`src/source/exec_config.svh`:
```
`ifndef EXEC_CONFIG_SVH
`define EXEC_CONFIG_SVH

// Integer datapath width
`define XLEN 32

// Restoring divider produces one quotient bit per step
`define DIV_STEPS `XLEN

`endif
```
`src/source/execPkg.sv`:
```
package execPkg;

    // Major opcodes handled by the execute stage
    typedef enum logic [6:0] {
        opLoad   = 7'b0000011,
        opImm    = 7'b0010011,
        opStore  = 7'b0100011,
        opReg    = 7'b0110011,
        opBranch = 7'b1100011
    } opcodeT;

    // Main ALU operation class from the decoder
    typedef enum logic [1:0] {
        aluAdd    = 2'b00,  // Load and store address
        aluBranch = 2'b01,  // Branch compare
        aluRegImm = 2'b10,  // OP and OP-IMM
        aluMulDiv = 2'b11   // M extension
    } aluOpT;

    // Low codes keep the base ALU encoding, M ops get their own codes
    typedef enum logic [4:0] {
        ctrlAdd    = 5'd0,
        ctrlSll    = 5'd1,
        ctrlSlt    = 5'd2,
        ctrlSltu   = 5'd3,
        ctrlXor    = 5'd4,
        ctrlSrl    = 5'd5,
        ctrlOr     = 5'd6,
        ctrlAnd    = 5'd7,
        ctrlSub    = 5'd8,
        ctrlMulhu  = 5'd9,
        ctrlMul    = 5'd10,
        ctrlMulh   = 5'd11,
        ctrlMulhsu = 5'd12,
        ctrlSra    = 5'd13,
        ctrlDiv    = 5'd14,
        ctrlDivu   = 5'd15,
        ctrlRem    = 5'd16,
        ctrlRemu   = 5'd17
    } aluCtrlT;

endpackage

```
`src/source/aluDecoder.sv`:
```
`timescale 1ns/1ns

module aluDecoder (
    input  execPkg::aluOpT   aluOp,
    input  logic [2:0]       funct3,
    input  logic             funct7b5,
    input  execPkg::opcodeT  opcode,
    output execPkg::aluCtrlT aluCtrl
);
    import execPkg::*;

    always_comb begin
        case (aluOp)
            aluAdd: aluCtrl = ctrlAdd;  // Load and store address

            aluBranch: begin
                case (funct3)
                    3'b000, 3'b001: aluCtrl = ctrlSub;   // BEQ and BNE
                    3'b100, 3'b101: aluCtrl = ctrlSlt;   // BLT and BGE
                    3'b110, 3'b111: aluCtrl = ctrlSltu;  // BLTU and BGEU
                    default:        aluCtrl = ctrlAdd;
                endcase
            end

            aluRegImm: begin
                case (funct3)
                    3'b000: begin
                        // Bit 30 of an ADDI immediate must not turn it into SUB
                        if (opcode == opReg && funct7b5) begin
                            aluCtrl = ctrlSub;
                        end else begin
                            aluCtrl = ctrlAdd;
                        end
                    end
                    3'b001: aluCtrl = ctrlSll;
                    3'b010: aluCtrl = ctrlSlt;
                    3'b011: aluCtrl = ctrlSltu;
                    3'b100: aluCtrl = ctrlXor;
                    3'b101: aluCtrl = funct7b5 ? ctrlSra : ctrlSrl;
                    3'b110: aluCtrl = ctrlOr;
                    3'b111: aluCtrl = ctrlAnd;
                    default: aluCtrl = ctrlAdd;
                endcase
            end

            aluMulDiv: begin
                case (funct3)
                    3'b000: aluCtrl = ctrlMul;
                    3'b001: aluCtrl = ctrlMulh;
                    3'b010: aluCtrl = ctrlMulhsu;
                    3'b011: aluCtrl = ctrlMulhu;
                    3'b100: aluCtrl = ctrlDiv;
                    3'b101: aluCtrl = ctrlDivu;
                    3'b110: aluCtrl = ctrlRem;   // Distinct from the OR code
                    3'b111: aluCtrl = ctrlRemu;  // Distinct from the AND code
                    default: aluCtrl = ctrlAdd;
                endcase
            end

            default: aluCtrl = ctrlAdd;
        endcase
    end

endmodule

```
`config.mk`:
```
export PLATFORM = sky130hd
export DESIGN_NAME = aluDecoder
export DESIGN_NICKNAME = d
export VERILOG_FILES = /design/src/source/exec_config.svh /design/src/source/execPkg.sv /design/src/source/aluDecoder.sv
export SDC_FILE = /design/constraint.sdc
export NUM_CORES = 1
export LEC_CHECK = 0
export ABC_AREA = 1
export BUFFER_PORTS_ARGS = -buffer_cell sky130_fd_sc_hd__buf_4
export CAP_MARGIN = 30
export CORE_AREA = 10 10 47 49
export DETAILED_ROUTE_END_ITERATION = 8
export DIE_AREA = 0 0 57 59
export PLACE_DENSITY = 0.38
export RECOVER_POWER = 25
export SYNTH_ARGS = -nofsm -noshare
export SYNTH_HDL_FRONTEND = slang
export SYNTH_SLANG_ARGS = --single-unit
```
`constraint.sdc`:
```
create_clock -name vclk -period 0.9
set_input_delay 0.225 -clock vclk [all_inputs]
set_output_delay 0.225 -clock vclk [all_outputs]
set_load 0.05 [all_outputs]
```
==> metrics.cfg <==
[floorplan]
die-width_um = 57
core.rowCount = 14
dieArea_um2 = 3360
ioPinCount = 18
die_height_um = 59
core_area_um2 = 1400
initial_core_util = 0.104

[timing]
finalSetupViolations = 5
period_minus_slack_ns = 1.14
slew_violations = 0
final-hold-violation-count = 0
post-route-period-util = 1.27
relSlewSlack = 0.863
worst_slack_ns = -0.242
fin_hold_ws_ns = 0.844
setup-tns-final_ns = -0.839
rsz0062_at_grt = yes
tightestPinTransition_ns = 0.204
max_freq_mhz = 876

[global_route]
grt_max_degree = 7
overflow = 0
grt_pass1_wl_um = 1440
grtUsageTotal = 0.0484
grt_pass1_vias = 330
antenna_found_initial = 0

[setup_path]
crit_end = aluCtrl[3]
crit_arrival_ns = 0.92
startpoint = funct3[0]
critPathLaunchType = input pin
critPathRequiredTime_ns = 0.67
cp_max_fo = 4
crit_type = in2out
end_kind = output pin

[cells_and_area]
drive_gt1_frac = 0.690
ff_latch_area_um2 = 0
numSequentialCells = 0
fin_nets = 73
diodes = 0
final_cell_mix = 10 x buf_4, 10 x buf_6, 6 x inv_1, 6 x nand2_1, 4 x buf_8
syn_to_final_growth_pct = 307
num-clock-buffers = 0
fin_util = 0.421

[route]
ant_nets = 0
vias = 295
avgRoutedWirePerCell_um = 10.6
drt_drc_violations_left = 0
viasPerCell = 3.99
totalWireLength_um = 788
dr.pass1.iters = 2
drtIter0Drc = 3

[yosys]
syn_nets = 45
synth_top_cell_area_share = 0.259
syn_area_per_cell_um2 = 4.54
post-synth-top-area-cell = nand2_1
seq_area_frac_synth = 0
synthTopCellsByArea = nand2_1 26%, inv_1 21%, nand3_1 10%
ys_types = 11
synth.cell_area_um2 = 145
syn_inst = 32
ys_warn_count = 0

[place]
place_congestion = 0.701
port_buffers = 18
hpwl_um = 692

[pwr]
p_leak_nw = 0.268
ir_drop_mv = 0.231
power_density_nw_per_um2 = 558

[outcome]
violations = setup timing
outcome = finished, violations left

[worst_hold_path]
hp-class = in2out
worstHoldStart = aluOp[0]

[job]
cap_violations = 0

final cells by class:
class / instances / area [µm²]
fillers: 156 / 811
multi-input cells: 24 / 233
well taps: 16 / 20.0
repair buffers: 26 / 288
inverters: 8 / 50.0
metrics by stage:
step                      total power, mW  instance area [µm²]  setup WS [ns]  cells
after floorplan                     0.144                  255        -0.0684     32
after global placement              0.270                  463         -0.327     73
after detailed placement            0.268                  463         -0.338     73
after CTS                           0.325                  573         -0.260     74
after global routing                0.352                  591         -0.313     74
final                               0.330                  591         -0.242     74
where the power goes:
part           leakage (nW)  switching (mW)  internal [mW]
Clock                     0               0              0
Sequential                0               0              0
Combinational         0.268           0.162          0.168
worst max-delay path: stages:
cell,delay [ns]
buf_6,0.10
clkinvlp_4,0.08
nand2_1,0.06
nor2_1,0.08
nand2_1,0.05
nand2_1,0.07
nand2_2,0.06
nand2_4,0.06
buf_8,0.14
synthesized netlist by cell type:
cell type and instances:
nand2_1 10, inv_1 8, nand3_1 3, nor2_1 3, a21oi_1 2, nand2_2 1
nand3b_1 1, o21ai_0 1, o221ai_1 1, o22ai_1 1, o31ai_1 1
timing repair:
action                                  4_1_cts  5_1_grt
hold buffers                                  0        0
gates cloned                                  0        0
pin swaps                                     6        6
endpoints found under the setup margin        5        5
buffers inserted                              1        0
gates resized for setup                      25        4
per-layer routing:
layer / track usage / routed length (µm)
met2: 0.0930 / 408
met3: 0.0193 / 93
met1: 0.0511 / 286
met4: 0 / 0
met5: 0 / 0
cells by family after synthesis:
| family | Yosys count | synth area share |
|---|---|---|
| simple gates | 18 | 0.535 |
| compound gates | 6 | 0.259 |
| buf+inv | 8 | 0.207 |
worst min path at each step:
stage | to | slack [ns] | cells after the start
final | aluCtrl[2] | 0.84 | 4
after detailed placement | aluCtrl[2] | 0.90 | 4
after global placement | aluCtrl[2] | 0.90 | 4
after floorplan | aluCtrl[4] | 0.60 | 2
after global routing | aluCtrl[2] | 0.86 | 4
after CTS | aluCtrl[2] | 0.84 | 4
Note: power is estimated with default switching activity, not from simulation.
