[src/source/exec_config.svh]
`ifndef EXEC_CONFIG_SVH
`define EXEC_CONFIG_SVH

// Integer datapath width
`define XLEN 32

// Restoring divider produces one quotient bit per step
`define DIV_STEPS `XLEN

`endif
[src/source/execPkg.sv]
package execPkg;

    // Major opcodes handled by the execute stage
    typedef enum logic [6:0] {
        opLoad   = 7'b0000011,
        opImm    = 7'b0010011,
        opStore  = 7'b0100011,
        opReg    = 7'b0110011,
        opBranch = 7'b1100011
    } opcodeT;

    // Main ALU operation class from the decoder
    typedef enum logic [1:0] {
        aluAdd    = 2'b00,  // Load and store address
        aluBranch = 2'b01,  // Branch compare
        aluRegImm = 2'b10,  // OP and OP-IMM
        aluMulDiv = 2'b11   // M extension
    } aluOpT;

    // Low codes keep the base ALU encoding, M ops get their own codes
    typedef enum logic [4:0] {
        ctrlAdd    = 5'd0,
        ctrlSll    = 5'd1,
        ctrlSlt    = 5'd2,
        ctrlSltu   = 5'd3,
        ctrlXor    = 5'd4,
        ctrlSrl    = 5'd5,
        ctrlOr     = 5'd6,
        ctrlAnd    = 5'd7,
        ctrlSub    = 5'd8,
        ctrlMulhu  = 5'd9,
        ctrlMul    = 5'd10,
        ctrlMulh   = 5'd11,
        ctrlMulhsu = 5'd12,
        ctrlSra    = 5'd13,
        ctrlDiv    = 5'd14,
        ctrlDivu   = 5'd15,
        ctrlRem    = 5'd16,
        ctrlRemu   = 5'd17
    } aluCtrlT;

endpackage

[src/source/aluCore.sv]
`timescale 1ns/1ns
`include "exec_config.svh"

module aluCore (
    input  execPkg::aluCtrlT aluCtrl,
    input  logic [`XLEN-1:0] opA,
    input  logic [`XLEN-1:0] opB,
    output logic [`XLEN-1:0] aluResult
);
    import execPkg::*;

    logic [4:0]       shamt;
    logic [`XLEN-1:0] mulLow;
    logic             signedLess;
    logic             unsignedLess;

    assign shamt        = opB[4:0];  // Only the low 5 bits shift
    assign mulLow       = opA * opB;
    assign signedLess   = $signed(opA) < $signed(opB);
    assign unsignedLess = opA < opB;

    always_comb begin
        case (aluCtrl)
            ctrlAdd:  aluResult = opA + opB;
            ctrlSub:  aluResult = opA - opB;
            ctrlSll:  aluResult = opA << shamt;
            ctrlSlt:  aluResult = {{(`XLEN-1){1'b0}}, signedLess};
            ctrlSltu: aluResult = {{(`XLEN-1){1'b0}}, unsignedLess};
            ctrlXor:  aluResult = opA ^ opB;
            ctrlSrl:  aluResult = opA >> shamt;
            ctrlSra:  aluResult = $signed(opA) >>> shamt;  // Sign fill
            ctrlOr:   aluResult = opA | opB;
            ctrlAnd:  aluResult = opA & opB;
            ctrlMul:  aluResult = mulLow;  // Low product word only
            default:  aluResult = '0;
        endcase
    end

endmodule

[config.mk]
export PLATFORM = sky130hd
export DESIGN_NAME = aluCore
export DESIGN_NICKNAME = d
export VERILOG_FILES = /design/src/source/execPkg.sv /design/src/source/aluCore.sv
export VERILOG_INCLUDE_DIRS = /design/src /design/src/source
export SDC_FILE = /design/constraint.sdc
export NUM_CORES = 2
export LEC_CHECK = 0
export BUFFER_PORTS_ARGS = -buffer_cell sky130_fd_sc_hd__buf_4
export CAP_MARGIN = 20
export CORE_ASPECT_RATIO = 0.8
export CORE_UTILIZATION = 40
export DETAILED_ROUTE_END_ITERATION = 10
export GPL_TIMING_DRIVEN = 0
export SYNTH_ARGS = -nofsm -noshare
export SYNTH_HDL_FRONTEND = slang
export SYNTH_SLANG_ARGS = --single-unit
export TNS_END_PERCENT = 30
[constraint.sdc]
create_clock -name vclk -period 21.9
set_input_delay 2.19 -clock vclk [all_inputs]
set_output_delay 2.19 -clock vclk [all_outputs]
set_load 0.01 [all_outputs]
==> results.sh <==
export IMPL_start_util_pct=40.8
export IMPL_yosysWarningCount=0
export IMPL_violations="DRC"
export IMPL_firstDrtPassIters=11
export IMPL_portBuffers=100
export IMPL_crit_family="adder cells"
export IMPL_worst_slew_pin_slew_ns=1.35
export IMPL_io_pins=101
export IMPL_ctsHoldBuffers=0
export IMPL_synth_area_leader_cell="fa_1"
export IMPL_rows=79
export IMPL_setup_viol=0
export IMPL_track_usage_pct=47.1
export IMPL_cp_depth=28
export IMPL_crit_type="in2out"
export IMPL_die_w_um=275
export IMPL_routed_wl_um=143000
export IMPL_hold_slack_ns=5.01
export IMPL_ctsResizeCount=0
export IMPL_seq_area_um2=0
export IMPL_holdPathStages=5
export IMPL_crit_required_ns=19.71
export IMPL_drv_slew=0
export IMPL_path_max_fanout=11
export IMPL_die_area_um2=60600
export IMPL_yosysUniqueCellTypes=90
export IMPL_grt_max_degree=12
export IMPL_vias=25700
export IMPL_fin_cells=3962
export IMPL_critPathMostFrequentCell="fa_1"
export IMPL_finalCriticalPeriod_ns=14.84
export IMPL_post_cts_setup_buffers=0
export IMPL_grt_antenna_before_repair=4
export IMPL_ys_seq_area_share_pct=0
export IMPL_synthCells=3054
export IMPL_hp_class="in2out"
export IMPL_drc=12
export IMPL_fin_nets=3885
export IMPL_clkbuf_count=0
export IMPL_grt_pass1_vias=23900
export IMPL_finalHoldViolCount=0
export IMPL_syn_avg_cell_area_um2=7.81
export IMPL_max_slew_margin_pct=7.69
export IMPL_yosysMostFrequentCell="nor2_1"
export IMPL_dp_hpwl_um=118000
export IMPL_area_delta_synth_final_pct=9.18
export IMPL_fp_dieH_um=220
export IMPL_hold_end="aluResult[4]"
export IMPL_cp_num_buf_inv=8
export IMPL_routabilityCongestion=1.11
export IMPL_yosys_area_top_type_share_pct=34.4
export IMPL_critPathLaunchType="primary input"
export IMPL_max_cap_violations=0
export IMPL_status="finished with violations"
export IMPL_viasPerCell=6.48
export IMPL_post_synth_instance_area_um2=23800
export IMPL_drive_above_1_share_pct=7.41
export IMPL_post_drt_wl_per_cell_um=36.1
export IMPL_ant_nets=0
export IMPL_seq_cells=0
export IMPL_grt_pass1_wl_um=195000
export IMPL_coreArea_um2=58500
export IMPL_endpoint_kind="output port"
export IMPL_fmax_ghz=0.0674
export IMPL_drt_iter0_markers=4231
export IMPL_grt_overflow_total=0
export IMPL_rsz0062_at_grt="false"
export IMPL_syn_nets=3753
export IMPL_min_from="aluCtrl[4]"
export IMPL_placed_cells=3945
export IMPL_critPathArrivalTime_ns=12.65
export IMPL_setup_tns_final_ns=0
export IMPL_period_share_pct=67.8
export IMPL_crit_slowest_cell="clkbuf_1"
export IMPL_ys_top_cells_by_count="nor2_1, inv_1, fa_1, nand2_1, ha_1"
export IMPL_netlist_top_cells_area="fa_1, ha_1, nor2_1"
export IMPL_cpPeakStageDelay_ns=0.87
==> per-stage QoR <==
| stage | instance area (um2) | worst slack (ns) | utilization, % |
|---|---|---|---|
| 2_1_floorplan | 23800 | 10.10 | - |
| 3_3_place_gp | 25600 | 7.01 | 43.7 |
| 3_5_place_dp | 25900 | 7.48 | 44.3 |
| 4_1_cts | 25900 | 7.46 | 44.3 |
| 5_1_grt | 26000 | 7.04 | 44.5 |
| 6_report | 26000 | 7.06 | 44.5 |
==> per-layer routing <==
metal  part of all wire, %  track usage, %  wire length, um  vias to the layer above
li1                      -               -                -                    10300
met1                    41            65.6            59300                    12900
met2                    38            62.0            53900                     2102
met3                    17            23.4            23900                      357
met4                   4.1            15.0             5890                        8
met5                  0.13            1.75              190                        -
==> worst min-delay path, stage by stage <==
cell and delay [ns]:
buf_4 0.15, nor2_1 0.08, nand3_1 0.08, nand3_1 0.14, buf_4 0.18
==> how the worst max path moves through the flow <==
stage	start	end	slack, ns
after detailed placement	opB[2]	aluResult[29]	7.48
final	opB[3]	aluResult[29]	7.06
after floorplan	opB[2]	aluResult[30]	10.10
after CTS	opB[2]	aluResult[29]	7.46
after global placement	opB[2]	aluResult[29]	7.01
after global routing	opB[1]	aluResult[29]	7.04
==> layout make-up <==
type,instances,area [um2]
fill,6186,32500
multi-input combinational,2382,21200
inverter,485,1820
timing repair buffer,130,1190
tap,769,962
buffer,187,802
antenna,9,22.5
==> cell usage in the layout (no fill, tap or decap), drive strengths merged, types with 14 or more instances in the layout <==
cell type  netlist  routed
o21ai          125     125
inv            475     475
a211o           14      14
a21oi          158     158
buf             62     190
clkbuf         125     127
o21bai          16      16
a211oi          46      46
nand3           20      20
mux4            39      39
xnor2           65      65
fa             410     410
mux2i           47      47
o211ai          22      22
xor2            20      20
a21o            30      30
nor3            25      25
a221oi          24      24
ha             220     220
nand2b          14      14
nand2          322     322
nor2           498     498
o221ai          24      24
o22ai           22      22
==> kinds of logic (layout without fill, tap and decap cells) <==
group / after synthesis / count (layout) / synth area share [%]
AND/OR/NAND/NOR: 962 / 962 / 16.6
multiplexers: 95 / 95 / 6.14
buffers and inverters: 672 / 802 / 11.0
XOR/XNOR: 85 / 85 / 3.12
other: 0 / 9 / 0
adder cells (fa/ha/maj): 630 / 630 / 46.0
AO/OA/AOI/OAI: 610 / 610 / 17.1
