**config.mk**
```make
export PLATFORM = sky130hd
export DESIGN_NAME = mulDivUnit
export DESIGN_NICKNAME = d
export VERILOG_FILES = /design/src/source/execPkg.sv /design/src/source/mulDivUnit.sv
export VERILOG_INCLUDE_DIRS = /design/src /design/src/source
export SDC_FILE = /design/constraint.sdc
export NUM_CORES = 2
export LEC_CHECK = 0
export BUFFER_PORTS_ARGS = -buffer_cell sky130_fd_sc_hd__buf_2
export CAP_MARGIN = 0
export CORE_ASPECT_RATIO = 1.4
export CORE_UTILIZATION = 55
export CTS_CLUSTER_DIAMETER = 80
export DETAILED_ROUTE_END_ITERATION = 6
export GPL_ROUTABILITY_DRIVEN = 1
export PLACE_DENSITY = 0.74
export REMOVE_ABC_BUFFERS = 1
export SLEW_MARGIN = 10
export SYNTH_ARGS = -nofsm -noshare
export SYNTH_HDL_FRONTEND = slang
export SYNTH_SLANG_ARGS = --single-unit
```
**constraint.sdc**
```tcl
create_clock -name clk -period 7.2 [get_ports clk]
set_input_delay 0 -clock clk [delete_from_list [all_inputs] [get_ports clk]]
set_output_delay 0 -clock clk [all_outputs]
set_load 0.005 [all_outputs]
```
**src/source/exec_config.svh**
```systemverilog
`ifndef EXEC_CONFIG_SVH
`define EXEC_CONFIG_SVH

// Integer datapath width
`define XLEN 32

// Restoring divider produces one quotient bit per step
`define DIV_STEPS `XLEN

`endif
```
**src/source/execPkg.sv**
```systemverilog
package execPkg;

    // Major opcodes handled by the execute stage
    typedef enum logic [6:0] {
        opLoad   = 7'b0000011,
        opImm    = 7'b0010011,
        opStore  = 7'b0100011,
        opReg    = 7'b0110011,
        opBranch = 7'b1100011
    } opcodeT;

    // Main ALU operation class from the decoder
    typedef enum logic [1:0] {
        aluAdd    = 2'b00,  // Load and store address
        aluBranch = 2'b01,  // Branch compare
        aluRegImm = 2'b10,  // OP and OP-IMM
        aluMulDiv = 2'b11   // M extension
    } aluOpT;

    // Low codes keep the base ALU encoding, M ops get their own codes
    typedef enum logic [4:0] {
        ctrlAdd    = 5'd0,
        ctrlSll    = 5'd1,
        ctrlSlt    = 5'd2,
        ctrlSltu   = 5'd3,
        ctrlXor    = 5'd4,
        ctrlSrl    = 5'd5,
        ctrlOr     = 5'd6,
        ctrlAnd    = 5'd7,
        ctrlSub    = 5'd8,
        ctrlMulhu  = 5'd9,
        ctrlMul    = 5'd10,
        ctrlMulh   = 5'd11,
        ctrlMulhsu = 5'd12,
        ctrlSra    = 5'd13,
        ctrlDiv    = 5'd14,
        ctrlDivu   = 5'd15,
        ctrlRem    = 5'd16,
        ctrlRemu   = 5'd17
    } aluCtrlT;

endpackage

```
**src/source/mulDivUnit.sv**
```systemverilog
`timescale 1ns/1ns
`include "exec_config.svh"

module mulDivUnit (
    input  logic             clk,
    input  logic             arstN,
    input  logic             start,
    input  execPkg::aluCtrlT aluCtrl,
    input  logic [`XLEN-1:0] opA,
    input  logic [`XLEN-1:0] opB,
    output logic             busy,
    output logic             mdDone,
    output logic [`XLEN-1:0] mdResult
);
    import execPkg::*;

    localparam int CntW = $clog2(`DIV_STEPS);

    typedef enum logic [1:0] {idle, mult, divide, done} mdStateT;

    mdStateT                   state;
    aluCtrlT                   ctrlReg;
    logic [CntW-1:0]           stepCnt;
    logic [2*`XLEN-1:0]        prodReg;
    logic [`XLEN-1:0]          divisor;
    logic [`XLEN-1:0]          quot;
    logic [`XLEN-1:0]          rem;
    logic                      negQuot;
    logic                      negRem;
    logic                      isDiv;
    logic                      divSigned;
    logic                      aSigned;
    logic                      bSigned;
    logic signed [`XLEN:0]     aExt;
    logic signed [`XLEN:0]     bExt;
    logic signed [2*`XLEN+1:0] prodFull;
    logic                      aNeg;
    logic                      bNeg;
    logic [`XLEN-1:0]          aMag;
    logic [`XLEN-1:0]          bMag;
    logic                      divByZero;
    logic                      divOverflow;
    logic [`XLEN:0]            remShift;
    logic [`XLEN:0]            trial;
    logic [`XLEN-1:0]          quotNext;
    logic [`XLEN-1:0]          remNext;
    logic                      lastStep;

    assign isDiv     = aluCtrl inside {ctrlDiv, ctrlDivu, ctrlRem, ctrlRemu};
    assign divSigned = (aluCtrl == ctrlDiv) || (aluCtrl == ctrlRem);
    assign aSigned   = aluCtrl inside {ctrlMul, ctrlMulh, ctrlMulhsu};
    assign bSigned   = aluCtrl inside {ctrlMul, ctrlMulh};

    // One extra bit lets a single signed multiplier cover all sign mixes
    assign aExt     = {aSigned & opA[`XLEN-1], opA};
    assign bExt     = {bSigned & opB[`XLEN-1], opB};
    assign prodFull = aExt * bExt;

    assign aNeg        = divSigned && opA[`XLEN-1];
    assign bNeg        = divSigned && opB[`XLEN-1];
    assign aMag        = aNeg ? -opA : opA;
    assign bMag        = bNeg ? -opB : opB;
    assign divByZero   = (opB == '0);
    assign divOverflow = divSigned && (opA == {1'b1, {(`XLEN-1){1'b0}}}) && (&opB);

    // Restoring step, dividend bits shift out of quot as quotient bits shift in
    assign remShift = {rem, quot[`XLEN-1]};
    assign trial    = remShift - {1'b0, divisor};
    assign quotNext = {quot[`XLEN-2:0], !trial[`XLEN]};
    assign remNext  = trial[`XLEN] ? remShift[`XLEN-1:0] : trial[`XLEN-1:0];
    assign lastStep = (stepCnt == CntW'(`DIV_STEPS - 1));

    assign busy = (state != idle);

    always_ff @(posedge clk or negedge arstN) begin
        if (!arstN) begin
            state  <= idle;
            mdDone <= 1'b0;
        end else begin
            mdDone <= 1'b0;
            case (state)
                idle: begin
                    if (start) begin
                        if (!isDiv) begin
                            state <= mult;
                        end else if (divByZero || divOverflow) begin
                            state  <= done;  // Shortcut result is ready now
                            mdDone <= 1'b1;
                        end else begin
                            state <= divide;
                        end
                    end
                end
                mult: begin
                    state  <= done;
                    mdDone <= 1'b1;
                end
                divide: begin
                    if (lastStep) begin
                        state  <= done;
                        mdDone <= 1'b1;
                    end
                end
                default: state <= idle;
            endcase
        end
    end

    always_ff @(posedge clk) begin
        case (state)
            idle: begin
                if (start) begin
                    ctrlReg <= aluCtrl;
                    prodReg <= prodFull[2*`XLEN-1:0];
                    divisor <= bMag;
                    quot    <= aMag;
                    rem     <= '0;
                    stepCnt <= '0;
                    negQuot <= aNeg ^ bNeg;
                    negRem  <= aNeg;  // Remainder follows the dividend sign
                    if (divByZero) begin
                        mdResult <= (aluCtrl inside {ctrlDiv, ctrlDivu}) ? '1 : opA;
                    end else if (divOverflow) begin
                        mdResult <= (aluCtrl == ctrlDiv) ? opA : '0;
                    end
                end
            end
            mult: begin
                if (ctrlReg == ctrlMul) begin
                    mdResult <= prodReg[`XLEN-1:0];
                end else begin
                    mdResult <= prodReg[2*`XLEN-1:`XLEN];
                end
            end
            divide: begin
                quot    <= quotNext;
                rem     <= remNext;
                stepCnt <= stepCnt + 1'b1;
                if (lastStep) begin
                    if (ctrlReg inside {ctrlDiv, ctrlDivu}) begin
                        mdResult <= negQuot ? -quotNext : quotNext;
                    end else begin
                        mdResult <= negRem ? -remNext : remNext;
                    end
                end
            end
            default: ;
        endcase
    end

    // The decoder must hold new M work until the unit is idle
    assert property (@(posedge clk) disable iff (!arstN) start |-> !busy);

endmodule

```
==> flow_metrics.tcl <==
set metrics [dict create \
    muxShareOfSynthArea 0.0103 \
    synth_edf_count 204 \
    critPathTopFamily "adder cells" \
    synthFlopType "edfxtp_1" \
    synth_cells 5624 \
    start_util 0.555 \
    h-tree-depth 1 \
    hold_path_class "in2reg" \
    pre_cts_ws_ps -990 \
    yosysTopAreaCellShare 0.439 \
    cap_violations 0 \
    status "finished with violations" \
    crit_path_end_kind "flop" \
    finalWorstSetupSlack_ps -100 \
    route.vias.total 41100 \
    antenna_found_initial 11 \
    grt_max_degree 84 \
    crit_arrival_ps 7570 \
    synthTopCellsByCount "inv_1, fa_1, nand2_1, and2_1, ha_1" \
    path_clk_slew_ps 70 \
    ys_seq_elements 207 \
    cts_tree "yes" \
    synth-seq-area-share 0.121 \
    vias_per_cell 5.72 \
    nets 7407 \
    final_antenna_net_count 0 \
    finalCritPeriodShare 1.01 \
    place_hpwl_um 132000 \
    row_count 132 \
    wirelength_um 155000 \
    slew_violations 0 \
    wl_per_cell_um 21.6 \
    synth-compound-area-share 0.0696 \
    fmax_ghz 0.137 \
    path_class "in2reg" \
    setup_viol 5 \
    dp.cells 7097 \
    max_slew_margin 0.292 \
    clock_skew_ps 28.7 \
    crit_top_cell "fa_1" \
    die_area_um2 94600 \
    cp.buffers_inverters 11 \
    crit_slowest_cell "fa_2" \
    layout-drive-gt1-share 0.133 \
    synth_area_um2 51300 \
    die_x_um 260 \
    slowest_delay_ps 600 \
    syn_to_final_growth_pct 12.9 \
    die_h_um 363 \
    ys_warn_count 0 \
    core_area_um2 92500 \
    netlist_top_cells_area "fa_1, edfxtp_1, inv_1" \
    drt_pass1_iterations 7 \
    route.detailed.drc 1 \
    grt_setup_unrepaired "true" \
    synth_top_family_by_area "adder cells" \
    min_period_ps 7300 \
    drtIter0Drc 3342 \
    grt_pass1_vias 44900 \
    grt.total_usage 0.339 \
    final_cells 7182 \
    cts_buffers 21 \
    synth-simple-area-share 0.146 \
    hold_viol 0 \
    synth_cell_types 78 \
    cts_sinks 207 \
    cts_buffer_depth 3 \
    cp-start-kind "input port" \
    worst_pin_slew_ps 1060 \
    synth_most_common_cell "inv_1" \
    grt-ovfl-total 0 \
    place_congestion 0.973 \
    worstPathRequired_ps 7470 \
    synth-xor-area-share 0.0369 \
    clk_latency_ps 540 \
    failed_checks "design-rule violations, negative setup slack" \
    synthAdderAreaFrac 0.501 \
    root_buffer "clkbuf_16" \
    final_util 0.627 \
    synth_area_leader_cell "fa_1" \
    worstPathMaxFanout 6 \
    async_flop_share 0.0145 \
    io_buffers 105 \
    grt_pass1_wl_um 245000 \
    whs_ps 78.6 \
    syn_area_per_cell_um2 9.13 \
    ios 106 \
]
worst register-to-register path, stage by stage (launching register included):
cell      delay [ps]
edfxtp_1         560
inv_1            110
ha_1             160
inv_1             50
fa_1             420
a211oi_2         320
o31ai_4          180
o211a_1          310
nor2_1           300
o32ai_1          220
nor3_2           310
nor2_4            80
inv_1            250
mux2i_1          400
ha_1             260
inv_1            120
nor3_1           360
nand2_1           80
a21oi_1          130
a31oi_1          110
a211o_4          380
o21ai_1          200
xor2_1           200
o211ai_1         160
final timing paths:
check,startpoint,to,slack (ps),cells past startpoint
max,aluCtrl[2],prodReg[59]$_DFFE_PP_,-100,31
min,opB[10],divisor[10]$_DFFE_PP_,80,3
max reg2reg,quot[31]$_DFFE_PP_,mdResult[28]$_DFFE_PP_,1250,23
min reg2reg,state[1]$_DFFE_PN0P_,state[1]$_DFFE_PN0P_,570,2
max in group asynchronous,arstN,mdDone$_DFF_PN0_,6710,3
min in group asynchronous,arstN,state[1]$_DFFE_PN0P_,350,3
per-stage QoR:
step	TNS [ps]	cell area, µm²
after floorplan	-108370	50100
after global placement	-14400	56200
after detailed placement	-16360	56200
after CTS	0	57500
after global routing	-2080	58000
final	-294	58000
logic make-up after synthesis:
group | count (synthesis)
compound gates | 560
mux | 52
flops | 207
xor+xnor | 216
simple gates | 1638
fa+ha+maj | 1381
buf+inv | 1570
sequential cells by signal, summed over array words and instances (netlist names), 2 cells and up:
register  flops
stepCnt       5
rem          32
quot         32
mdResult     32
prodReg      64
state         2
ctrlReg       5
divisor      32
metal layers:
layer	vias up	share of wire	track usage
met4	6	0.086	0.236
met3	671	0.071	0.0423
met5	-	0.00025	0
li1	17600	-	-
met1	20800	0.33	0.376
met2	2045	0.51	0.601
cell type report:
cell class / instances / area, µm²
Multi-Input combinational cell: 3847 / 39800
Fill cell: 7453 / 34500
Sequential cell: 207 / 6200
Timing Repair Buffer: 629 / 4990
Inverter: 1248 / 4700
Tap cell: 1206 / 1510
Clock buffer: 21 / 526
Clock inverter: 17 / 220
Antenna cell: 7 / 17.5
what timing repair did:
item,4_1_cts,5_1_grt
pin swaps,78,69
cloned,1,0
gates resized for setup,75,76
endpoints found under the hold margin,11,0
endpoints found under the setup margin,16,20
hold buffers,8,0
setup buffers,17,16
layout by cell type (no fill, tap or decap), types with 15 or more instances in the layout:
cell / instances
o211ai_1: 17
o31ai_1: 32
or3_1: 24
xnor2_1: 130
fa_1: 1113
buf_12: 35
ha_4: 15
and2_1: 301
xor2_1: 84
a31oi_1: 16
nor2_1: 156
clkbuf_16: 21
buf_4: 476
a21o_1: 56
a21oi_1: 131
o21a_1: 17
nand2b_1: 18
inv_2: 18
nand3_1: 39
inv_1: 1226
and3_1: 19
nand2_1: 921
buf_2: 92
mux2i_1: 45
o21ai_0: 148
edfxtp_1: 204
nand4_1: 22
nor3_1: 43
ha_1: 238
Power is left out: the tool's default activity adds up to more than one toggle a clock period on the data nets, which glitch-free logic cannot reach.
