<file path="src/source/exec_config.svh">
`ifndef EXEC_CONFIG_SVH
`define EXEC_CONFIG_SVH

// Integer datapath width
`define XLEN 32

// Restoring divider produces one quotient bit per step
`define DIV_STEPS `XLEN

`endif
</file>
<file path="src/source/execPkg.sv">
package execPkg;

    // Major opcodes handled by the execute stage
    typedef enum logic [6:0] {
        opLoad   = 7'b0000011,
        opImm    = 7'b0010011,
        opStore  = 7'b0100011,
        opReg    = 7'b0110011,
        opBranch = 7'b1100011
    } opcodeT;

    // Main ALU operation class from the decoder
    typedef enum logic [1:0] {
        aluAdd    = 2'b00,  // Load and store address
        aluBranch = 2'b01,  // Branch compare
        aluRegImm = 2'b10,  // OP and OP-IMM
        aluMulDiv = 2'b11   // M extension
    } aluOpT;

    // Low codes keep the base ALU encoding, M ops get their own codes
    typedef enum logic [4:0] {
        ctrlAdd    = 5'd0,
        ctrlSll    = 5'd1,
        ctrlSlt    = 5'd2,
        ctrlSltu   = 5'd3,
        ctrlXor    = 5'd4,
        ctrlSrl    = 5'd5,
        ctrlOr     = 5'd6,
        ctrlAnd    = 5'd7,
        ctrlSub    = 5'd8,
        ctrlMulhu  = 5'd9,
        ctrlMul    = 5'd10,
        ctrlMulh   = 5'd11,
        ctrlMulhsu = 5'd12,
        ctrlSra    = 5'd13,
        ctrlDiv    = 5'd14,
        ctrlDivu   = 5'd15,
        ctrlRem    = 5'd16,
        ctrlRemu   = 5'd17
    } aluCtrlT;

endpackage

</file>
<file path="src/source/resultStage.sv">
`timescale 1ns/1ns
`include "exec_config.svh"

module resultStage (
    input  logic             clk,
    input  logic             arstN,
    input  logic             decValid,
    input  logic             isMulDiv,
    input  logic             illegal,
    input  logic [2:0]       funct3,
    input  execPkg::opcodeT  opcode,
    input  logic [`XLEN-1:0] aluResult,
    input  logic             mdDone,
    input  logic [`XLEN-1:0] mdResult,
    output logic [`XLEN-1:0] result,
    output logic             branchTaken,
    output logic             illegalInstr,
    output logic             resultValid
);
    import execPkg::*;

    logic aluPath;
    logic compareTaken;

    assign aluPath = decValid && !isMulDiv;

    always_comb begin
        case (funct3)
            3'b000:         compareTaken = (aluResult == '0);  // BEQ on SUB
            3'b001:         compareTaken = (aluResult != '0);  // BNE
            3'b100, 3'b110: compareTaken = aluResult[0];       // BLT and BLTU
            3'b101, 3'b111: compareTaken = !aluResult[0];      // BGE and BGEU
            default:        compareTaken = 1'b0;
        endcase
    end

    always_ff @(posedge clk or negedge arstN) begin
        if (!arstN) begin
            result       <= '0;
            branchTaken  <= 1'b0;
            illegalInstr <= 1'b0;
            resultValid  <= 1'b0;
        end else begin
            resultValid <= aluPath || mdDone;
            if (aluPath) begin
                result       <= illegal ? '0 : aluResult;
                branchTaken  <= !illegal && (opcode == opBranch) && compareTaken;
                illegalInstr <= illegal;
            end else if (mdDone) begin
                result       <= mdResult;
                branchTaken  <= 1'b0;
                illegalInstr <= 1'b0;
            end
        end
    end

    // Only one result can be written per cycle
    assert property (@(posedge clk) disable iff (!arstN) mdDone |-> !aluPath);

endmodule

</file>
<file path="config.mk">
export PLATFORM = sky130hd
export DESIGN_NAME = resultStage
export DESIGN_NICKNAME = d
export VERILOG_FILES = /design/src/source/execPkg.sv /design/src/source/resultStage.sv
export VERILOG_INCLUDE_DIRS = /design/src /design/src/source
export SDC_FILE = /design/constraint.sdc
export NUM_CORES = 1
export LEC_CHECK = 0
export ABC_AREA = 1
export BUFFER_PORTS_ARGS = -buffer_cell sky130_fd_sc_hd__buf_4
export CAP_MARGIN = 10
export CORE_ASPECT_RATIO = 1.5
export CORE_MARGIN = 2
export CORE_UTILIZATION = 43
export CTS_CLUSTER_SIZE = 40
export DETAILED_ROUTE_END_ITERATION = 6
export PLACE_DENSITY = 0.8
export SLEW_MARGIN = 20
export SYNTH_ARGS = -nofsm -noshare
export SYNTH_HDL_FRONTEND = slang
export SYNTH_SLANG_ARGS = --single-unit
</file>
<file path="constraint.sdc">
create_clock -name clk -period 0.9 [get_ports clk]
set_input_delay 0.18 -clock clk [delete_from_list [all_inputs] [get_ports clk]]
set_output_delay 0.18 -clock clk [all_outputs]
set_load 0.02 [all_outputs]
</file>
==> flow_summary.json, run 1 <==
{
  "grt_pass1_vias": 2270,
  "switchingPower_mw": 1.76,
  "max_freq_ghz": 0.937,
  "drc": 7,
  "path_max_fanout": 2,
  "final_cell_mix": "103 x buf_4, 42 x buf_6, 38 x nand3_1, 35 x inv_1, 35 x dfrtp_1",
  "seq_area_um2": 876,
  "slew_violations": 0,
  "reg2regPathDepth": 4,
  "ir_drop_v": 0.000960,
  "cp-start-kind": "input pin",
  "detailedPlacementHpwl_um": 4650,
  "critPathKind": "in -> reg",
  "synth_ff_type": "dfrtp_1",
  "ys_seq_elements": 35,
  "finish.instance_area_um2": 3950,
  "avgRoutedWirePerCell_um": 20.5,
  "core_area_um2": 4280,
  "crit_path_end": "branchTaken",
  "fillerInstances": 157,
  "synth.distinct_cells": 18,
  "synth_enable_flop_cells": 0,
  "start_util_pct": 44.9,
  "pwr-share-clk_pct": 22.3,
  "period_share_pct": 119,
  "r2r_slack_ns": -0.04,
  "worst_pin_slew_ns": 0.474,
  "p_comb_share_pct": 40.8,
  "pin_count": 115,
  "synth_fa_ha_area_share_pct": 0,
  "ys.warnings.count": 0,
  "gr-total-overflow": 0,
  "diodes": 0,
  "clock_sinks": 35,
  "pwr-share-seq_pct": 37.0,
  "cts_made_buffers": 5,
  "power.internal_mw": 3.36,
  "netlist_area_um2": 1920,
  "synth_compound_area_share_pct": 10.3,
  "layout_setup_ws_ns": -0.168,
  "grt_pass1_wl_um": 10000,
  "outcome": "complete, but fails checks",
  "final_common_cell": "buf_4",
  "critPathSlowestCell": "o21ai_1",
  "syn_nets": 345,
  "setup_viol": 67,
  "portBuffers": 114,
  "insertion_delay_ns": 0.29,
  "place_inst": 429,
  "switching_share_pct": 34.4,
  "avgSynthCellArea_um2": 7.26,
  "startpoint": "aluResult[25]",
  "end_kind": "flip-flop",
  "wl_um": 9580,
  "cp_slowest_stage_delay_ns": 0.17,
  "synthSimpleGateAreaFrac_pct": 32.7,
  "drive_gt1_share_pct": 59.8,
  "drt_first_pass_iters": 7,
  "antenna_found_initial": 0,
  "syn_to_final_growth_pct": 105,
  "cts.path.max_buffers": 2,
  "fp.dieW_um": 58.6,
  "worstPathCellList": "buf_4 > nor2_1 > nand2_1 > nor2_2 > nand2_1 > o21ai_1 > nand3_1 > nand3_1 > nand2_1",
  "cts_tree": "done",
  "finalNonFillerCells": 466,
  "die_area_um2": 5030,
  "grt_max_degree": 36,
  "synthXorXnorAreaFrac_pct": 0,
  "grt_util_all_layers_pct": 26.0,
  "async_flop_share_pct": 100,
  "place_ws_ns": -0.319,
  "violations": "DRC, setup timing",
  "gp_congestion": 0.869,
  "vias": 2767,
  "h-tree-depth": 2,
  "r2r-end": "result[12]",
  "hold_path.class": "in -> reg",
  "root_buffer": "clkbuf_8",
  "ant_nets": 0,
  "synthCells": 265,
  "r2r-start": "result[12]",
  "synth_top_family_by_area": "simple AND/OR/NAND/NOR gates",
  "finalNetCount": 499,
  "period_needed_ns": 1.07,
  "synth.mux.area_fraction_pct": 0,
  "cp.arrival_ns": 1.25,
  "multi_input_area_um2": 1200,
  "p_leak_nw": 2.02,
  "drv_cap": 0,
  "via_per_inst": 5.94,
  "slew_headroom_pct": 68.4,
  "seq_area_frac_synth_pct": 45.5,
  "fp-row-count": 29,
  "power.density_nw_per_um2": 1300,
  "rsz0062_at_grt": "yes",
  "die_h_um": 85.9,
  "required_ns": 1.08,
  "cp_common_cell": "nand2_1",
  "drt_iter0_drc": 232,
  "hold_viol_final": 0,
  "finClkSkew_ns": 0,
  "clk_pin_slew_ns": 0.08,
  "placed_area_um2": 3020
}
critical path: cells and delay by family:
kind                   cells  cell delay [ns]
and+or+nand+nor            7             0.77
AOI/OAI and AO/OA          1             0.17
buffers and inverters      1             0.12
synth_stat cells (2+ instances only):
master / number / area share (%)
a21oi_1: 3 / 0.78
buf_2: 10 / 2.6
clkbuf_1: 4 / 0.78
dfrtp_1: 35 / 46
inv_1: 36 / 7.0
nand2_1: 45 / 8.8
nand3_1: 65 / 17
nor2_1: 22 / 4.3
nor2_4: 2 / 1.2
nor3_1: 3 / 0.78
o21ai_0: 26 / 6.8
o21ai_1: 8 / 2.1
worst min path at each step:
stage | depth (start not counted) | slack [ns] | startpoint | to
floorplan | 0 | -0.12 | arstN | branchTaken
global placement | 1 | 0.16 | arstN | result[10]
detailed placement | 1 | 0.16 | arstN | result[8]
CTS | 5 | 0.20 | mdResult[15] | result[15]
global route | 5 | 0.20 | mdResult[13] | result[13]
finish | 5 | 0.18 | mdResult[29] | result[29]
power groups by stage:
stage / combinational, mW / sequential (mW) / clock (mW)
3_3_place_gp: 1.39 / 1.86 / 0
3_5_place_dp: 1.42 / 1.87 / 0
5_1_grt: 2.20 / 1.90 / 1.24
4_1_cts: 1.59 / 1.87 / 1.13
2_1_floorplan: 0.432 / 2.08 / 0
6_report: 2.09 / 1.89 / 1.14
metrics by stage:
| stage | hold slack, ns | total power [mW] | util [%] | setup TNS, ns |
|---|---|---|---|---|
| 3_5_place_dp | 0.161 | 3.29 | 70.4 | -9.14 |
| 2_1_floorplan | -0.116 | 2.51 | - | -1.65 |
| 5_1_grt | 0.198 | 5.33 | 92.2 | -7.90 |
| 6_report | 0.182 | 5.12 | 92.2 | -6.07 |
| 4_1_cts | 0.195 | 4.59 | 77.2 | -3.51 |
| 3_3_place_gp | 0.157 | 3.26 | 70.4 | -8.09 |
routing by layer:
layer	GRT usage (%)	part of all wire [%]	vias up
met1	28.9	34	1342
met2	46.4	53	188
met3	5.13	6.5	64
met4	12.4	6.2	0
li1	-	-	1173
met5	0	0	-
registers in the layout, summed over array words and instances, names as in the netlist:
signal / cells
branchTaken: 1
illegalInstr: 1
result: 32
resultValid: 1
cell families after synthesis:
group / count (synthesis)
buffers and inverters: 53
DFF: 35
AOI/OAI and AO/OA: 38
and+or+nand+nor: 139
final cells by class:
cell class | count | share of cell area, %
Clock buffer | 7 | 1.93
Tap cell | 46 | 1.46
Sequential cell | 35 | 22.2
Inverter | 38 | 4.06
Timing Repair Buffer | 160 | 39.4
Multi-Input combinational cell | 177 | 30.5
Clock inverter | 1 | 0.127
Timing Repair inverter | 2 | 0.317
what timing repair did:
item                       CTS  global route
hold buffers                 1             0
pin swaps                    1            38
gates cloned                 0            11
gates resized for setup     37           112
hold endpoints to repair    35             0
setup endpoints to repair   39            63
setup buffers                8            10
Note: power is estimated with default switching activity, not from simulation.
==> run 2, diff against run 1 <==
- CTS_CLUSTER_DIAMETER: default -> 40
- SETUP_SLACK_MARGIN: default -> 0.05
==> flow_summary.json, run 2 <==
{
  "gp_congestion": 0.853,
  "synthTopCellsByArea": "dfrtp_1 46%, nand3_1 17%, nand2_1 8.8%, inv_1 7.0%, o21ai_0 6.8%",
  "worst_endpoint_kind": "output port",
  "synth_enable_flop_cells": 0,
  "synthCells": 265,
  "avgSynthCellArea_um2": 7.26,
  "pin_count": 115,
  "syn_nets": 345,
  "portBuffers": 114,
  "error": "[ERROR DPL-0038] Utilization greater than 100%, impossible to legalize",
  "grt_max_degree": 36,
  "fp.dieW_um": 58.6,
  "detailedPlacementHpwl_um": 4760,
  "async_flop_share_pct": 100,
  "outcome": "stopped before the end",
  "yosysTopAreaCell": "dfrtp_1",
  "synth_compound_area_share_pct": 10.3,
  "synth_fa_ha_area_share_pct": 0,
  "cts.path.max_buffers": 2,
  "ys.warnings.count": 0,
  "ys_seq_elements": 35,
  "synth.top_cell.area_share_pct": 45.5,
  "synthTopCellsByCount": "65 x nand3_1, 45 x nand2_1, 36 x inv_1",
  "grt_worst_setup_endpoint": "result[21]",
  "synthSimpleGateAreaFrac_pct": 32.7,
  "failed_stage": "5_1_grt",
  "synth.distinct_cells": 18,
  "synth_ff_type": "dfrtp_1",
  "seq_area_frac_synth_pct": 45.5,
  "root_buffer": "clkbuf_8",
  "cts_made_buffers": 5,
  "clock_sinks": 35,
  "netlist_area_um2": 1920,
  "synth.mux.area_fraction_pct": 0,
  "h-tree-depth": 2,
  "yosysMostFrequentCell": "nand3_1",
  "die_h_um": 85.9,
  "synth_top_family_by_area": "simple AND/OR/NAND/NOR gates",
  "fp-row-count": 29,
  "synthXorXnorAreaFrac_pct": 0,
  "start_util_pct": 44.9
}
[run 2: cell counts after synthesis]
Identical to the previous run, type by type.
[run 2: metrics by stage]
step                      area [µm²]  setup WS [ns]  setup TNS (ns)  hold WS (ns)  cells
after detailed placement        3060         -0.293           -8.72         0.168    431
after CTS                       3970         -0.115           -4.83         0.198    473
after floorplan                 2010        -0.0653           -1.69        -0.116    265
after global placement          3060         -0.271           -8.05         0.162    431
[run 2: repair_timing]
action | 4_1_cts
buffers inserted | 22
hold buffers | 1
setup endpoints to repair | 64
endpoints found under the hold margin | 35
gates cloned | 12
pin swaps | 10
resized for setup | 91
[run 2: cells by family after synthesis]
logic type | count (synthesis)
DFF | 35
and+or+nand+nor | 139
buffers and inverters | 53
AOI/OAI and AO/OA | 38
==> run 3, diff against run 2 <==
- CORE_ASPECT_RATIO: 1.5 -> default
- CORE_UTILIZATION: 43 -> 40
- CTS_CLUSTER_DIAMETER: 40 -> default
- CTS_CLUSTER_SIZE: 40 -> default
- PLACE_DENSITY: 0.8 -> default
- PLACE_DENSITY_LB_ADDON: default -> 0.15
- SETUP_SLACK_MARGIN: 0.05 -> default
==> flow_summary.json, run 3 (same netlist as run 1, synthesis figures left out) <==
{
  "largest_reg_flops": 32,
  "core_area_um2": 4690,
  "slew_headroom_pct": 69.1,
  "hold_viol_final": 0,
  "grt_max_degree": 36,
  "drv_cap": 0,
  "antenna_found_initial": 0,
  "crit_path_end": "result[27]",
  "rsz0062_at_grt": "yes",
  "cp_slowest_stage_delay_ns": 0.42,
  "outcome": "complete, but fails checks",
  "via_per_inst": 5.24,
  "grt_pass1_vias": 2083,
  "r2r-start": "result[19]",
  "critPathKind": "reg -> out",
  "fin_total_pwr_mw": 4.90,
  "ant_nets": 0,
  "clk_pin_slew_ns": 0.08,
  "critPathSlowestCell": "dfrtp_1",
  "detailedPlacementHpwl_um": 4230,
  "insertion_delay_ns": 0.28,
  "drt_first_pass_iters": 4,
  "gp_congestion": 0.797,
  "r2r-end": "result[19]",
  "drc": 0,
  "vias": 2399,
  "cp.arrival_ns": 0.87,
  "cp-start-kind": "flip-flop",
  "reg2regPathDepth": 3,
  "syn_to_final_growth_pct": 100,
  "cts_tree": "done",
  "hp-start": "mdResult[25]",
  "ir_drop_v": 0.000847,
  "startpoint": "result[27]",
  "power.density_nw_per_um2": 1270,
  "regMostFlops": "result",
  "period_needed_ns": 1.05,
  "required_ns": 0.72,
  "finalNetCount": 483,
  "slew_violations": 0,
  "critPathBufInv": 1,
  "grt_pass1_wl_um": 9340,
  "avgRoutedWirePerCell_um": 15.9,
  "cts.path.max_buffers": 2,
  "period_share_pct": 116,
  "violations": "setup timing",
  "start_util_pct": 41.0,
  "die_h_um": 73.3,
  "hold_path.class": "in -> reg",
  "cts_made_buffers": 5,
  "portBuffers": 114,
  "gr-total-overflow": 0,
  "worst_pin_slew_ns": 0.464,
  "finClkSkew_ns": 0,
  "final_common_cell": "buf_4",
  "end_kind": "output pin",
  "pin_count": 115,
  "wl_um": 7270,
  "h-tree-depth": 2,
  "crit_family": "flip-flops",
  "min_path_cells": 5,
  "place_ws_ns": -0.277,
  "drt_iter0_drc": 125,
  "max_freq_ghz": 0.957,
  "fp-row-count": 25,
  "die_area_um2": 5380,
  "root_buffer": "clkbuf_8",
  "fp.dieW_um": 73.3,
  "r2r_slack_ns": 0.06,
  "final_cell_mix": "93 x buf_4, 42 x buf_6, 38 x nand3_1, 35 x inv_1, 35 x dfrtp_1",
  "p_leak_nw": 1.92,
  "diodes": 0,
  "grt_util_all_layers_pct": 22.4,
  "clock_sinks": 35,
  "cp.depth": 1,
  "worstPathCellList": "buf_6",
  "path_max_fanout": 2,
  "drive_gt1_share_pct": 62.1,
  "layout_setup_ws_ns": -0.145,
  "setup_viol": 48
}
## run 3: worst register-to-register path, cell delays in order, from the launching register on
cell and delay, ns:
dfrtp_1 0.40, buf_4 0.13, o21ai_1 0.15, inv_1 0.06
## run 3: worst min path at each step
stage	end	slack (ns)
after global routing	result[25]	0.21
after detailed placement	result[8]	0.16
after CTS	result[20]	0.19
after floorplan	branchTaken	-0.12
final	result[25]	0.18
after global placement	result[8]	0.16
## run 3: routing by layer
layer / vias to the layer above / part of all wire [%] / GRT usage [%] / wire length, µm
met5: - / 0 / 0 / 0
met4: 0 / 1.9 / 7.07 / 140
met3: 14 / 5.8 / 4.53 / 425
met2: 102 / 54 / 39.3 / 3900
met1: 1150 / 39 / 27.5 / 2800
li1: 1133 / - / - / -
## run 3: final cells by class
class / count / area, µm²
multi-input combinational: 177 / 1280
clock buffer: 7 / 76.3
sequential: 35 / 876
timing repair buffer: 146 / 1390
inverter: 38 / 160
clock inverter: 1 / 5.00
tap: 54 / 67.6
fill: 329 / 842
## run 3: where the power goes
group          total [mW]  internal (mW)  switching [mW]  leakage, nW
combinational        1.89          0.982           0.913         1.47
clock                1.12          0.543           0.573       0.0422
sequential           1.89           1.75           0.147        0.408
## run 3: per-stage QoR
| step | TNS (ns) | util (%) | std cells | hold WS (ns) | instance area [µm²] |
|---|---|---|---|---|---|
| final | -3.91 | 82.1 | 458 | 0.176 | 3850 |
| after global routing | -6.32 | 82.1 | 458 | 0.207 | 3850 |
| after CTS | -3.58 | 69.4 | 449 | 0.189 | 3260 |
| after detailed placement | -8.14 | 64.2 | 437 | 0.165 | 3010 |
| after global placement | -7.58 | 64.2 | 437 | 0.158 | 3010 |
| after floorplan | -1.65 | - | 265 | -0.116 | 2010 |
## run 3: what timing repair did
item | in CTS | in global routing
setup endpoints to repair | 35 | 68
hold buffers | 1 | 0
setup buffers | 3 | 6
gates cloned | 0 | 4
resized for setup | 35 | 137
pin swaps | 0 | 30
endpoints found under the hold margin | 35 | 0
